==> src/common/rename_pkg.sv <==
package rename_pkg;

	////////////////////////////////////////////////////////////////////////////
	// Register and tag geometry
	////////////////////////////////////////////////////////////////////////////

	// Architectural register file size
	localparam int N_ARCH_REGS = 32;
	localparam int ARCH_BITS   = 5;
	// Up to 64 physical registers
	localparam int PHYS_BITS   = 6;
	// Up to 16 ROB entries
	localparam int TAG_BITS    = 4;

	typedef logic [ARCH_BITS-1:0] arch_reg_t;
	typedef logic [PHYS_BITS-1:0] phys_reg_t;
	typedef logic [TAG_BITS-1:0]  rob_tag_t;

	////////////////////////////////////////////////////////////////////////////
	// Packets between producer, rename core and execution side
	////////////////////////////////////////////////////////////////////////////

	// Instruction from the producer, architectural names only
	typedef struct packed {
		logic      valid;
		arch_reg_t rd;
		arch_reg_t rs1;
		arch_reg_t rs2;
	} dispatch_t;

	// Renamed instruction, one cycle after dispatch
	typedef struct packed {
		logic      valid;
		phys_reg_t prs1;
		phys_reg_t prs2;
		phys_reg_t prd;
		// Previous mapping of rd, freed at retire
		phys_reg_t old_prd;
		rob_tag_t  tag;
	} renamed_t;

	// Completion report by ROB tag
	typedef struct packed {
		logic     valid;
		rob_tag_t tag;
	} complete_t;

	// In-order retire report
	typedef struct packed {
		logic      valid;
		arch_reg_t rd;
		phys_reg_t prd;
		phys_reg_t old_prd;
	} retire_t;

	// One ROB slot
	typedef struct packed {
		arch_reg_t rd;
		phys_reg_t prd;
		phys_reg_t old_prd;
		logic      done;
	} rob_entry_t;

	// Control FSM, one settle cycle after reset
	typedef enum logic {
		RESET_INIT,
		RUN
	} ctrl_state_t;

endpackage

==> src/rename/map_table.sv <==
`timescale 1ns/10ps

module map_table (
	input  logic                  clock,
	input  logic                  arst_n,
	// Read addresses
	input  rename_pkg::arch_reg_t rd_rs1,
	input  rename_pkg::arch_reg_t rd_rs2,
	input  rename_pkg::arch_reg_t rd_rd,
	// Write port
	input  logic                  we,
	input  rename_pkg::arch_reg_t wr_rd,
	input  rename_pkg::phys_reg_t wr_prd,
	// Read data
	output rename_pkg::phys_reg_t prs1,
	output rename_pkg::phys_reg_t prs2,
	output rename_pkg::phys_reg_t old_prd
);
	import rename_pkg::*;

	// Current physical name of each architectural register
	phys_reg_t map_q [N_ARCH_REGS];

	// Identity mapping out of reset
	always_ff @(posedge clock or negedge arst_n) begin
		if (!arst_n) begin
			for (int i = 0; i < N_ARCH_REGS; i++) begin
				map_q[i] <= phys_reg_t'(i);
			end
		end else if (we) begin
			map_q[wr_rd] <= wr_prd;
		end
	end

	// Combinational reads see the map before this cycle's write
	assign prs1    = map_q[rd_rs1];
	assign prs2    = map_q[rd_rs2];
	// Mapping about to be replaced
	assign old_prd = map_q[rd_rd];

endmodule

==> src/rename/free_list.sv <==
`timescale 1ns/10ps

module free_list #(
	parameter int ROB_DEPTH = 16
) (
	input  logic                  clock,
	input  logic                  arst_n,
	input  logic                  pop,
	input  logic                  push,
	input  rename_pkg::phys_reg_t push_prd,
	// Next register to hand out
	output rename_pkg::phys_reg_t head_prd
);
	import rename_pkg::*;

	localparam int N_PHYS_REGS = N_ARCH_REGS + ROB_DEPTH;
	localparam int PTR_BITS    = $clog2(ROB_DEPTH);

	phys_reg_t           slots [ROB_DEPTH];
	logic [PTR_BITS-1:0] head;
	logic [PTR_BITS-1:0] tail;

	// Pointer step, wraps at the depth
	function automatic logic [PTR_BITS-1:0] next_ptr(input logic [PTR_BITS-1:0] ptr);
		if (ptr == PTR_BITS'(ROB_DEPTH - 1)) begin
			return '0;
		end
		return ptr + 1'b1;
	endfunction

	// Starts full with every register above the architectural range
	// Head equals tail both when full and when empty
	always_ff @(posedge clock or negedge arst_n) begin
		if (!arst_n) begin
			for (int p = N_ARCH_REGS; p < N_PHYS_REGS; p++) begin
				slots[p - N_ARCH_REGS] <= phys_reg_t'(p);
			end
			head <= '0;
			tail <= '0;
		end else begin
			// Allocation side
			if (pop) begin
				head <= next_ptr(head);
			end
			// Retire side returns old mappings
			if (push) begin
				slots[tail] <= push_prd;
				tail        <= next_ptr(tail);
			end
		end
	end

	assign head_prd = slots[head];

endmodule

==> src/rename/reorder_buffer.sv <==
`timescale 1ns/10ps

module reorder_buffer #(
	parameter int ROB_DEPTH = 16
) (
	input  logic                   clock,
	input  logic                   arst_n,
	// Allocation at the tail
	input  logic                   alloc,
	input  rename_pkg::rob_entry_t alloc_entry,
	// Completion by tag, any order
	input  rename_pkg::complete_t  complete,
	// Retire of the head
	input  logic                   retire,
	output rename_pkg::rob_tag_t   tail_tag,
	output logic                   head_ready,
	output rename_pkg::rob_entry_t head_entry
);
	import rename_pkg::*;

	rob_entry_t           entries [ROB_DEPTH];
	// Slot holds a live instruction
	logic [ROB_DEPTH-1:0] occupied;
	rob_tag_t             head;
	rob_tag_t             tail;

	// Tag step, wraps at the depth
	function automatic rob_tag_t next_tag(input rob_tag_t ptr);
		if (ptr == rob_tag_t'(ROB_DEPTH - 1)) begin
			return '0;
		end
		return ptr + 1'b1;
	endfunction

	////////////////////////////////////////////////////////////////////////////
	// Pointers and occupancy
	////////////////////////////////////////////////////////////////////////////

	always_ff @(posedge clock or negedge arst_n) begin
		if (!arst_n) begin
			occupied <= '0;
			head     <= '0;
			tail     <= '0;
		end else begin
			if (alloc) begin
				occupied[tail] <= 1'b1;
				tail           <= next_tag(tail);
			end
			if (retire) begin
				occupied[head] <= 1'b0;
				head           <= next_tag(head);
			end
		end
	end

	// Entry payload, qualified by occupied
	always_ff @(posedge clock) begin
		if (alloc) begin
			// New entry starts not done
			entries[tail] <= '{rd: alloc_entry.rd, prd: alloc_entry.prd,
				old_prd: alloc_entry.old_prd, done: 1'b0};
		end
		if (complete.valid) begin
			entries[complete.tag].done <= 1'b1;
		end
	end

	assign tail_tag   = tail;
	assign head_entry = entries[head];
	// Oldest instruction present and finished
	assign head_ready = occupied[head] && entries[head].done;

endmodule

==> src/rename/rename_ctrl.sv <==
`timescale 1ns/10ps

module rename_ctrl #(
	parameter int ROB_DEPTH = 16
) (
	input  logic                   clock,
	input  logic                   arst_n,
	// Producer and execution side
	input  rename_pkg::dispatch_t  dispatch_in,
	input  rename_pkg::complete_t  complete_in,
	// Map table read data
	input  rename_pkg::phys_reg_t  map_prs1,
	input  rename_pkg::phys_reg_t  map_prs2,
	input  rename_pkg::phys_reg_t  map_old,
	// Free list and ROB status
	input  rename_pkg::phys_reg_t  free_head,
	input  rename_pkg::rob_tag_t   rob_tail,
	input  logic                   head_ready,
	input  rename_pkg::rob_entry_t head_entry,
	// Map table write
	output logic                   map_we,
	output rename_pkg::arch_reg_t  map_wr_rd,
	output rename_pkg::phys_reg_t  map_wr_prd,
	// Free list control
	output logic                   free_pop,
	output logic                   free_push,
	output rename_pkg::phys_reg_t  free_push_prd,
	// ROB control
	output logic                   rob_alloc,
	output rename_pkg::rob_entry_t rob_alloc_entry,
	output rename_pkg::complete_t  rob_complete,
	output logic                   rob_retire,
	// Registered outputs
	output rename_pkg::renamed_t   renamed_out,
	output rename_pkg::retire_t    retire_out,
	output logic                   credit_return
);
	import rename_pkg::*;

	ctrl_state_t state;
	// Dispatch accepted this cycle
	logic        disp_go;

	// Hold off dispatch for one cycle while the datapath settles
	always_ff @(posedge clock or negedge arst_n) begin
		if (!arst_n) begin
			state <= RESET_INIT;
		end else begin
			case (state)
				RESET_INIT: state <= RUN;
				RUN:        state <= RUN;
				default:    state <= RESET_INIT;
			endcase
		end
	end

	assign disp_go = (state == RUN) && dispatch_in.valid;

	////////////////////////////////////////////////////////////////////////////
	// Dispatch side
	////////////////////////////////////////////////////////////////////////////

	// New mapping for rd takes the free list head
	assign map_we     = disp_go;
	assign map_wr_rd  = dispatch_in.rd;
	assign map_wr_prd = free_head;
	assign free_pop   = disp_go;
	assign rob_alloc  = disp_go;

	always_comb begin
		rob_alloc_entry = '{rd: dispatch_in.rd, prd: free_head, old_prd: map_old, done: 1'b0};
	end

	// Completions go straight to the ROB
	assign rob_complete = complete_in;

	////////////////////////////////////////////////////////////////////////////
	// Retire side
	////////////////////////////////////////////////////////////////////////////

	// Retire the head once done and recycle its old mapping
	assign rob_retire    = head_ready;
	assign free_push     = head_ready;
	assign free_push_prd = head_entry.old_prd;

	// Output registers lag the acting edge by one cycle
	always_ff @(posedge clock or negedge arst_n) begin
		if (!arst_n) begin
			renamed_out   <= '0;
			retire_out    <= '0;
			credit_return <= 1'b0;
		end else begin
			renamed_out   <= '{valid: disp_go, prs1: map_prs1, prs2: map_prs2,
				prd: free_head, old_prd: map_old, tag: rob_tail};
			retire_out    <= '{valid: head_ready, rd: head_entry.rd,
				prd: head_entry.prd, old_prd: head_entry.old_prd};
			// One credit per retired entry
			credit_return <= head_ready;
		end
	end

endmodule

==> src/source/rename_unit.sv <==
`timescale 1ns/10ps

module rename_unit #(
	parameter int ROB_DEPTH = 16
) (
	input  logic                  clock,
	input  logic                  arst_n,
	input  rename_pkg::dispatch_t dispatch_in,
	input  rename_pkg::complete_t complete_in,
	output rename_pkg::renamed_t  renamed_out,
	output rename_pkg::retire_t   retire_out,
	output logic                  credit_return
);
	import rename_pkg::*;

	// Map table
	logic       map_we;
	arch_reg_t  map_wr_rd;
	phys_reg_t  map_wr_prd;
	phys_reg_t  map_prs1;
	phys_reg_t  map_prs2;
	phys_reg_t  map_old;
	// Free list
	logic       free_pop;
	logic       free_push;
	phys_reg_t  free_push_prd;
	phys_reg_t  free_head;
	// ROB
	logic       rob_alloc;
	rob_entry_t rob_alloc_entry;
	complete_t  rob_complete;
	logic       rob_retire;
	rob_tag_t   rob_tail;
	logic       head_ready;
	rob_entry_t head_entry;

	////////////////////////////////////////////////////////////////////////////
	// Control
	////////////////////////////////////////////////////////////////////////////

	rename_ctrl #(
		.ROB_DEPTH(ROB_DEPTH)
	) i_rename_ctrl (
		.clock          (clock),
		.arst_n         (arst_n),
		.dispatch_in    (dispatch_in),
		.complete_in    (complete_in),
		.map_prs1       (map_prs1),
		.map_prs2       (map_prs2),
		.map_old        (map_old),
		.free_head      (free_head),
		.rob_tail       (rob_tail),
		.head_ready     (head_ready),
		.head_entry     (head_entry),
		.map_we         (map_we),
		.map_wr_rd      (map_wr_rd),
		.map_wr_prd     (map_wr_prd),
		.free_pop       (free_pop),
		.free_push      (free_push),
		.free_push_prd  (free_push_prd),
		.rob_alloc      (rob_alloc),
		.rob_alloc_entry(rob_alloc_entry),
		.rob_complete   (rob_complete),
		.rob_retire     (rob_retire),
		.renamed_out    (renamed_out),
		.retire_out     (retire_out),
		.credit_return  (credit_return)
	);

	////////////////////////////////////////////////////////////////////////////
	// Datapath blocks
	////////////////////////////////////////////////////////////////////////////

	// Sources and rd looked up straight from the incoming packet
	map_table i_map_table (
		.clock  (clock),
		.arst_n (arst_n),
		.rd_rs1 (dispatch_in.rs1),
		.rd_rs2 (dispatch_in.rs2),
		.rd_rd  (dispatch_in.rd),
		.we     (map_we),
		.wr_rd  (map_wr_rd),
		.wr_prd (map_wr_prd),
		.prs1   (map_prs1),
		.prs2   (map_prs2),
		.old_prd(map_old)
	);

	free_list #(
		.ROB_DEPTH(ROB_DEPTH)
	) i_free_list (
		.clock   (clock),
		.arst_n  (arst_n),
		.pop     (free_pop),
		.push    (free_push),
		.push_prd(free_push_prd),
		.head_prd(free_head)
	);

	reorder_buffer #(
		.ROB_DEPTH(ROB_DEPTH)
	) i_reorder_buffer (
		.clock      (clock),
		.arst_n     (arst_n),
		.alloc      (rob_alloc),
		.alloc_entry(rob_alloc_entry),
		.complete   (rob_complete),
		.retire     (rob_retire),
		.tail_tag   (rob_tail),
		.head_ready (head_ready),
		.head_entry (head_entry)
	);

endmodule

==> config.mk <==
export PLATFORM = sky130hd
export DESIGN_NAME = rename_unit
export DESIGN_NICKNAME = d
export VERILOG_FILES = /design/src/common/rename_pkg.sv /design/src/rename/map_table.sv /design/src/rename/free_list.sv /design/src/rename/reorder_buffer.sv /design/src/rename/rename_ctrl.sv /design/src/source/rename_unit.sv
export SDC_FILE = /design/constraint.sdc
export NUM_CORES = 1
export LEC_CHECK = 0
export BUFFER_PORTS_ARGS = -buffer_cell sky130_fd_sc_hd__buf_2
export CAP_MARGIN = 20
export CORE_ASPECT_RATIO = 1.75
export CORE_MARGIN = 3
export CORE_UTILIZATION = 45
export CTS_CLUSTER_SIZE = 12
export DETAILED_ROUTE_END_ITERATION = 8
export PLACE_DENSITY_LB_ADDON = 0.12
export SLEW_MARGIN = 20
export SYNTH_ARGS = -nofsm -noshare
export SYNTH_HDL_FRONTEND = slang
export SYNTH_SLANG_ARGS = --single-unit
==> constraint.sdc <==
create_clock -name clock -period 6.35 [get_ports clock]
set_input_delay 0.635 -clock clock [delete_from_list [all_inputs] [get_ports clock]]
set_output_delay 0.635 -clock clock [all_outputs]
set_load 0.1 [all_outputs]
== Word level (Yosys, flattened, before mapping) ==
Memories as Yosys holds them, arrays and structs flattened.
Index checks and enable logic that the tools add are counted.
Storage, ports and cells
  register bits: 368
  bits in writable memories: 288
  bits of input ports: 23
  logic and storage cells: 144
  memories: 1
Operators by class
  $add $sub $neg: 4
  $lt $le $gt $ge: 11
  equal/unequal tests: 4
  mux-type cells: 46
  bitwise gates (word level): 8
  reduce and logical (&&, ||, !) cells: 6
Memory list
  i_reorder_buffer.entries: depth 16, bits a word 18, rd ports 1, clocked after memory_dff 0, wr ports 2, RTL line reorder_buffer.sv:21  | rob_entry_t entries [ROB_DEPTH];
Operators by type and width (number)
  $bwmux 192: 1
  $bwmux 96: 1
  $bmux 6 s5: 3
  $mux 6: 10
  $mux 16: 2
  $mux 4: 8
  $demux 6 s5: 1
  $bmux 6 s4: 1
  $demux 6 s4: 1
  $ge 6x6->1 const B: 3
  $not 5->6: 3
  $add 4x1->4 const B: 4
  $and 16x16->16: 1
  $eq 4x4->1 const B: 4
  $not 16->16: 1
  $or 16x16->16: 1
  $mux 1: 15
  $ge 5x5->1 const B: 2
  $lt 4x5->1 const B: 2
  $not 4->5: 2
  $demux 1 s4: 2
  $ge 4x1->1 const B: 2
  $logic_and 1x1->1: 6
  $lt 6x1->1 const B: 1
  other kinds (2): 2

== Depth between registers and ports, before layout ==
Gate-level depths: netlist of run 1.
  depth in word-level cells: 8
  gate-level depth with buffers: 9

== Hierarchy ==
From an unflattened synthesis of run 1, not the netlist that was laid out.
Second synthesis, totals
  cells, all modules: 1665
  area total of the unflattened synthesis: 30580.6 sq um
By module, submodules not included
  reorder_buffer: times used 1, cells each 566, area an instance 12116.6 sq um, sequential area each 9088.7 sq um
  map_table: times used 1, cells each 687, area an instance 11955.2 sq um, sequential area each 4904.7 sq um
  free_list: times used 1, cells each 316, area an instance 4956.0 sq um, sequential area each 2662.6 sq um
  rename_ctrl: times used 1, cells each 96, area an instance 1552.7 sq um, sequential area each 1201.2 sq um

== Worst setup path after synthesis of run 1 ==
No wires, ideal clock.
  path kind: input port to flip-flop
  start point: in dispatch_in[15] (netlist name)
  end point: mem i_reorder_buffer.entries[1][10] (netlist name) (enable)
  library setup time: 0.417 ns
  arrival time: 2.675 ns
  path slack: 3.258 ns
  stages: 5
  path buffers: 1
  path through: nand2_1 > inv_1 > buf_1 > nand2_1 > nor3_1
RTL lines
  start: declaration: RTL line rename_unit.sv:8  | input rename_pkg::dispatch_t dispatch_in,
  end: declaration: RTL line reorder_buffer.sv:21

== Final worst setup path of run 1 ==
  start point: reg i_reorder_buffer.head[0]
  end point: reg i_free_list.slots[86] (netlist name)
Between the ends
  longest elaborated chain between the ends: 3
Ends and longest elaborated chain
  start: declaration: RTL line reorder_buffer.sv:24  | rob_tag_t head;
  start signal: assignment: RTL line reorder_buffer.sv:51  | head <= next_tag(head);
  $bmux 1 s4: RTL line reorder_buffer.sv:71  | assign head_ready = occupied[head] && entries[head].done;
  $mux 1 (not written as such): RTL line reorder_buffer.sv:71
  $logic_and 1x1->1: RTL line reorder_buffer.sv:71
  end signal: indexed assignment: RTL line free_list.sv:36  | slots[p - N_ARCH_REGS] <= phys_reg_t'(p);
  end signal: indexed assignment: RTL line free_list.sv:47  | slots[tail] <= push_prd;
  end: declaration: RTL line free_list.sv:19  | phys_reg_t slots [ROB_DEPTH];
Several ways; a longest one is shown, not always the timed one. The select of a mux whose other input is x is not followed.
A chain may end at the register's enable or synchronous reset.

==> impl_results.md, run 1 <==
* Initial Utilization at about 45%
* Final total power at 16.2 mW
* Tot GR Track Use at 23.3%
* Hold EP: i_reorder_buffer.entries[8][0]
* Die area at 70,400 um2
* RSZ-0062 raised after global routing: false
* Max Freq at 0.279 GHz
* Hold Vio Cnt, Final at 0
* # port buffers at 70
* Number of buffers created by CTS at 67
* Critical path arrival at around 4 ns
* Detailed Route Iter0 Violations at 990
* Largest net degree at the start of global routing at roughly 160
* Post-CTS sizing at 0
* Post-synth cell types at between 40 and 50
* Crit Path Class: reg -> reg
* HPWL Detailed at a little over 50,000 um
* CP required at about 7 ns
* Post-CTS Setup Repair Bufs at 0
* Initial antenna violation count at 0
* Leak at 12.7 nW
* Clock period minus worst slack at around 3.6 ns
* Yosys warns at 0
* 1st-pass router iterations at 5
* Antenna diodes at 0
* Critical R2R Capture: i_free_list.slots[86]
* RR Startpoint: i_reorder_buffer.head[0]
* Total grt overflow at 0
* Die height at 349 um
* Slew HR at 19.2%
* Ranking of synthesized cells by area: edfxtp_1 (27%), mux4_2 (21%), dfrtp_1 (20%)
* Wire length per cell at 29.9 um
* Hold Path Stages at 2
* Vias in the first global route at roughly 18,000
* Top cells by count, synth: mux2_2 (296), mux4_2 (285), edfxtp_1 (272)
* Ys async rst share at 56.1%
* CP Launch Type: flip-flop
* Register bit total from synthesis at 656
* CTS Sinks at 656
* H-tree Lvls at 3
* Max Fanout on Critical Path at 25
* Crit share post-route at 56.5%
* Hold-fix buffers, CTS at 1
* Outcome: completed
* # IOs at 71
* Reg2Reg Depth at 6
* Most Crowded Layer GR: met2
* Area Growth Syn to Fin at 11.3%
* Worst-margin pin slew at approximately 1.2 ns
* Synth top area share at a little over a quarter
* Crit. End Element: flip-flop
* Sequential share of the synthesized area at 59.1%
* CTS max path bufs at 3
* HP Start: complete_in[1]
* Post-synth top area cell: edfxtp_1
* Slew Viols, Final at 0
* Final ANT Viol Nets at 0
* Via count at 16,383
* Worst-path clk slew at roughly 0.06 ns
* VDD IR-drop max at about 0.00032 V
* Nets at roughly 1,800
* Fraction of layout cells with a size suffix above 1 at between 50 and 60%
* Top-count cell post-synth: mux2_2
* EDFF count, synth at around 270
* Root Buffer: clkbuf_16
* Total wire length at 80,200 um
* Die Wd at between 200 and 250 um
* # rows at around 130
* Layout filler cell count at 5,464
* Post-synthesis net count at between 1,500 and 2,000
* Max-Cap Viols at 0
* HP Class: in -> reg
* GR Layer Usage met3 at roughly 3.0%
* Post-Synthesis Cells at around 1,700
* Synth Flop Type: edfxtp_1
* Avg Cell Area, Syn at 18.1 um2
* Clock skew at 0.0296 ns
* DR DRC count at 0
* CTS tree: built
* Reg-to-reg slack, setup at ~2.8 ns
* Synth Cell Area at around 30,000 um2
* Met1 Resource Use GR at about 28%
* Core area at approximately 66,000 um2
* Routability cong. at ~0.8
* Worst-Skew Late Latency at 0.62 ns
* Final setup TNS at 0 ns
* Vias per cell at 6.11
* Pwr dens at between 400 and 500 nW/um2
* Setup Viol. Count Final at 0
* M2 GR Usage at 41.7%
* Wire length of the first global-routing pass at between 100,000 and 150,000 um
sequential cells by signal (all words and copies together), names as in the netlist:
name and cells:
i_free_list.slots 96, i_rename_ctrl.renamed_out 29, i_reorder_buffer.entries 288, i_free_list.head 4
i_rename_ctrl.state 1, i_free_list.tail 4, i_rename_ctrl.retire_out 17, i_map_table.map_q 192
i_reorder_buffer.head 4, i_reorder_buffer.occupied 16, i_rename_ctrl.credit_return 1, i_reorder_buffer.tail_tag 4
where the power goes:
| part | switching (mW) | internal [mW] | total (mW) | leakage [nW] |
|---|---|---|---|---|
| Clock | 1.66 | 2.11 | 3.77 | 0.977 |
| Sequential | 0.799 | 5.80 | 6.60 | 7.11 |
| Combinational | 3.72 | 2.16 | 5.87 | 4.64 |
| Total | 6.17 | 10.1 | 16.2 | 12.7 |
cells by family (layout without fill, tap and decap cells):
| kind of cell | Yosys count | count (layout) | synth area share, % |
|---|---|---|---|
| other | 1 | 1 | 0.0124 |
| xor gates and xnor gates | 5 | 5 | 0.145 |
| and+or+nand+nor | 181 | 181 | 3.52 |
| DFF | 656 | 656 | 59.1 |
| adders and majority gates | 13 | 13 | 0.538 |
| AOI/OAI and AO/OA | 100 | 100 | 1.99 |
| muxes | 591 | 591 | 32.6 |
| buffers and inverters | 124 | 245 | 2.06 |
area by class of cell:
cell class | count | area [um2] | share of cell area (%)
well taps | 889 | 1110 | 3.31
clock inverters | 10 | 110 | 0.328
inverters | 12 | 45.0 | 0.134
repair buffers | 110 | 712 | 2.12
flip-flops and latches | 656 | 17900 | 53.1
clock buffers | 113 | 1920 | 5.71
multi-input cells | 891 | 11900 | 35.3
through the flow:
stage | utilization [%] | hold slack (ns) | worst slack, ns | cells | cell area (um2)
after global placement | 47.4 | 0.443 | 2.40 | 2555 | 31500
after global routing | 50.6 | 0.301 | 2.54 | 2681 | 33600
final | 50.6 | 0.295 | 2.76 | 2681 | 33600
after CTS | 50.5 | 0.249 | 2.53 | 2679 | 33600
after detailed placement | 47.4 | 0.446 | 2.31 | 2555 | 31500
after floorplan | - | 0.339 | 3.26 | 1671 | 30200
metal layers:
layer	vias to the layer above	routed length [um]
met3	164	3330
met1	8944	29600
li1	6797	-
met4	0	4480
met5	-	0
met2	478	42800
worst max-delay path: stages, from the launching register on:
cell and delay [ns]:
dfrtp_4 0.77, buf_12 0.29, mux4_2 0.52, a22oi_1 0.26, nand2_2 0.52, nand4_1 0.65, mux2_2 0.40
cells in the final DEF, fill, tap and decap left out, types with 18 or more instances in the layout:
master,Yosys,routed
mux2_2,296,296
mux4_2,285,285
edfxtp_1,272,272
dfrtp_1,240,237
dfstp_2,128,128
clkbuf_16,0,68
buf_2,30,66
nor2_1,59,48
clkbuf_1,45,40
buf_4,4,38
nand2_1,30,30
o21ai_0,25,25
nor2b_1,23,23
a31oi_1,18,18
worst max-delay path by stage:
stage                              from                               to  slack (ns)
2_1_floorplan           dispatch_in[15]  i_reorder_buffer.entries[1][10]        3.26
3_3_place_gp            dispatch_in[10]  i_reorder_buffer.entries[14][3]        2.40
3_5_place_dp            dispatch_in[10]  i_reorder_buffer.entries[13][3]        2.31
4_1_cts        i_reorder_buffer.head[0]            i_free_list.slots[91]        2.53
5_1_grt        i_reorder_buffer.head[0]            i_free_list.slots[91]        2.54
6_report       i_reorder_buffer.head[0]            i_free_list.slots[86]        2.76
(Power assumes the default switching activity.)
==> inputs of run 2 (changes only) <==
ABC_AREA = 1   (was not set)
clock period = 2.9 ns   (was 6.35 ns; I/O delays follow)
==> impl_results.md, run 2 <==
* Clock period minus worst slack at 2.67 ns (-0.918 ns)
* Slew Viols, Final at 0 (unchanged)
* CP startpoint: i_reorder_buffer.head[0]
* Hold slack at 0.0557 ns (-0.240 ns)
* Routability cong. at 0.972 (+19%)
* Sequential share of the synthesized area at 56.0% (-3.1 points)
* Hold Path Stages at 3 (+1)
* Post-CTS sizing at 0 (unchanged)
* Vias per cell at 5.62 (-8.1%)
* H-tree Lvls at 3 (unchanged)
* # rows at 128 (+2.4%)
* Clock skew at 0.0292 ns (-0.000399 ns)
* Reg2Reg Depth at 11 (+5)
* Critical R2R Capture: i_free_list.slots[87]
* Initial Utilization at 45.6% (+0.19 points)
* Number of buffers created by CTS at 67 (unchanged)
* VDD IR-drop max at 0.00110 V (+240%)
* CP required at 3.45 ns (-3.39 ns)
* Critical path arrival at 3.21 ns (-0.86 ns)
* Ys async rst share at 56.1% (unchanged)
* Initial antenna violation count at 1 (+1)
* Top-count cell post-synth: nand2_1
* Die area at 74,200 um2 (+5.3%)
* Die Wd at 207 um (+2.6%)
* Tot GR Track Use at 29.3% (+6.0 points)
* Synth top area share at 25.6% (-1.4 points)
* Root Buffer: clkbuf_16
* Pre-CTS WS at 0.235 ns (-2.08 ns)
* Max Fanout on Critical Path at 45 (+80%)
* RR Startpoint: i_reorder_buffer.head[0]
* HP Class: in -> reg
* Most common cell after layout, fill and taps aside: nand2_1
* Max reg flops at 288 (unchanged)
* Nets at 3,917 (+120%)
* Post-synth cell types at 36 (-22%)
* Final WS setup at 0.232 ns (-2.53 ns)
* Post-synth top area cell: edfxtp_1
* CTS tree: built
* Detailed Route Iter0 Violations at 2,168 (+120%)
* HPWL Detailed at 71,400 um (+40%)
* Yosys warns at 0 (unchanged)
* Largest regs: i_reorder_buffer.entries: 288 flops, i_map_table.map_q: 192 flops, i_free_list.slots: 96 flops
* Top reg by flops: i_reorder_buffer.entries
* Post-synthesis net count at 3,867 (+130%)
* Antenna diodes at 0 (unchanged)
* Die height at 358 um (+2.7%)
* Finished Cell Area at 36,000 um2 (+6.9%)
* EDFF count, synth at 272 (unchanged)
* Outcome: completed
* Total grt overflow at 0 (unchanged)
* Fraction of layout cells with a size suffix above 1 at 12.9% (-40 points)
* Post-DP Area at 33,800 um2 (+7.2%)
* Layout filler cell count at 6,739 (+23%)
* Synth Cell Area at 31,900 um2 (+5.5%)
* Ranking of synthesized cells by area: edfxtp_1 (26%), dfrtp_1 (19%), nand2_1 (18%)
* CTS max path bufs at 3 (unchanged)
* Post-Synthesis Cells at 3,831 (+130%)
* CP Launch Type: flip-flop
* Final ANT Viol Nets at 0 (unchanged)
* Hold EP: i_reorder_buffer.entries[3][0]
* # port buffers at 70 (unchanged)
* Total wire length at 110,000 um (+37%)
* Register bit total from synthesis at 656 (unchanged)
* Pwr dens at 1050 nW/um2 (+120%)
* Simple-Gate Fraction of Synth Area at 27.9% (+24 points)
* Wire length of the first global-routing pass at 167,000 um (+38%)
* 1st-pass router iterations at 6 (+1)
* Setup Viol. Count Final at 0 (unchanged)
* Largest family of logic cells by synthesized area: simple AND/OR/NAND/NOR gates
* Final total power at 37.8 mW (+130%)
* RSZ-0062 raised after global routing: false
* Crit. End Element: flip-flop
* # IOs at 71 (unchanged)
* Largest net degree at the start of global routing at 94 (-40%)
* Crit share post-route at 92.0% (+36 points)
* Final setup TNS at 0 ns (unchanged)
* DR DRC count at 0 (unchanged)
* Most frequent cells in the layout: nand2_1 (1,489), nor2_1 (394), edfxtp_1 (272), o21ai_0 (245), dfrtp_1 (238)
* Synth Area in Adders at 0.510% (-0.028 points)
* Worst-Skew Late Latency at 0.64 ns (+0.02 ns)
* Area fraction in compound gates after synthesis at 10.9% (+8.9 points)
* Leak at 15.6 nW (+23%)
* Via count at 27,212 (+66%)
* Synth Flop Type: edfxtp_1
* Top cells by count, synth: nand2_1 (1,489), nor2_1 (414), edfxtp_1 (272)
* Max-Cap Viols at 0 (unchanged)
* Area Growth Syn to Fin at 12.8%
* Core area at 69,800 um2 (+5.1%)
* Max Freq at 0.375 GHz (+34%)
* Worst-margin pin slew at 1.09 ns (-0.123 ns)
* Hold Vio Cnt, Final at 0 (unchanged)
* Avg Cell Area, Syn at 8.32 um2 (-54%)
* HP Start: complete_in[2]
* Mux share of post-synthesis cell area at 0% (-33 points)
* Slew HR at 27.2% (+8.0 points)
* CTS Sinks at 656 (unchanged)
* Crit Path Class: reg -> reg
* Worst-path clk slew at 0.06 ns (about the same)
* Vias in the first global route at 27,072 (+52%)
* Wire length per cell at 22.7 um (-24%)
* Reg-to-reg slack, setup at 0.23 ns (-2.53 ns)
* XOR/XNOR Fraction of Synth Area at 0.165% (+0.020 points)
run 2: cell count changes in the layout (fill, tap and decap cells not counted), sizes merged, moves of 68 or more:
cell	change
a21oi	+90
a22oi	+80
buf	+73
inv	+123
mux2	-300
mux4	-285
nand2	+1459
nand3	+232
nor2	+384
o21ai	+223
o22ai	+68
run 2: how the worst max path moves through the flow:
stage	slack, ns	cells after the start	end
finish	0.23	11	i_free_list.slots[87]
global route	0.01	11	i_free_list.slots[86]
CTS	0.22	11	i_free_list.slots[18]
detailed placement	0.24	11	i_free_list.slots[18]
global placement	0.26	11	i_free_list.slots[6]
floorplan	0.45	5	i_reorder_buffer.occupied[3]
run 2: through the flow:
step           util, %  cells
2_1_floorplan        -   3831
3_3_place_gp      48.4   4714
3_5_place_dp      48.4   4714
4_1_cts           51.5   4845
5_1_grt           51.5   4845
6_report          51.5   4845
run 2: cell type report:
cell class | instances | area (um2) | share of cell area (%)
flip-flops and latches | 656 | 17900 | 49.7
multi-input cells | 2825 | 12700 | 35.3
clock buffers | 110 | 1900 | 5.29
repair buffers | 190 | 1640 | 4.57
well taps | 910 | 1140 | 3.17
inverters | 141 | 532 | 1.48
clock inverters | 13 | 180 | 0.501
run 2: critical path, cell delays in order (launching register included):
cell     delay [ns]
dfrtp_4        0.51
buf_4          0.18
nand2_1        0.07
nand3_1        0.07
nand2_1        0.08
nand2_1        0.06
nand2_1        0.08
nor2_1         0.07
nor2_4         0.84
buf_4          0.42
nand3_1        0.10
nand2_1        0.10
run 2: kinds of logic after synthesis:
logic type | after synthesis
compound gates | 595
xor+xnor | 6
fa+ha+maj | 13
buf+inv | 350
flops | 656
other cells | 1
simple gates | 2210
run 2: layer usage:
metal	global-route usage, %	vias to the layer above	share of wire (%)
met3	3.45	342	5.0
met4	20.5	0	8.0
li1	-	12759	-
met2	52.0	975	50
met1	33.0	13136	37
met5	0	-	0
run 2: where the power goes:
part	switching [mW]	leakage (nW)	total (mW)	internal (mW)
sequential	2.01	7.09	14.7	12.7
clock	3.75	0.993	8.39	4.63
combinational	11.0	7.55	14.7	3.72
run 2: what timing repair did:
item	CTS	global route
hold buffers	8	0
endpoints found under the hold margin	63	0
setup buffers	0	0
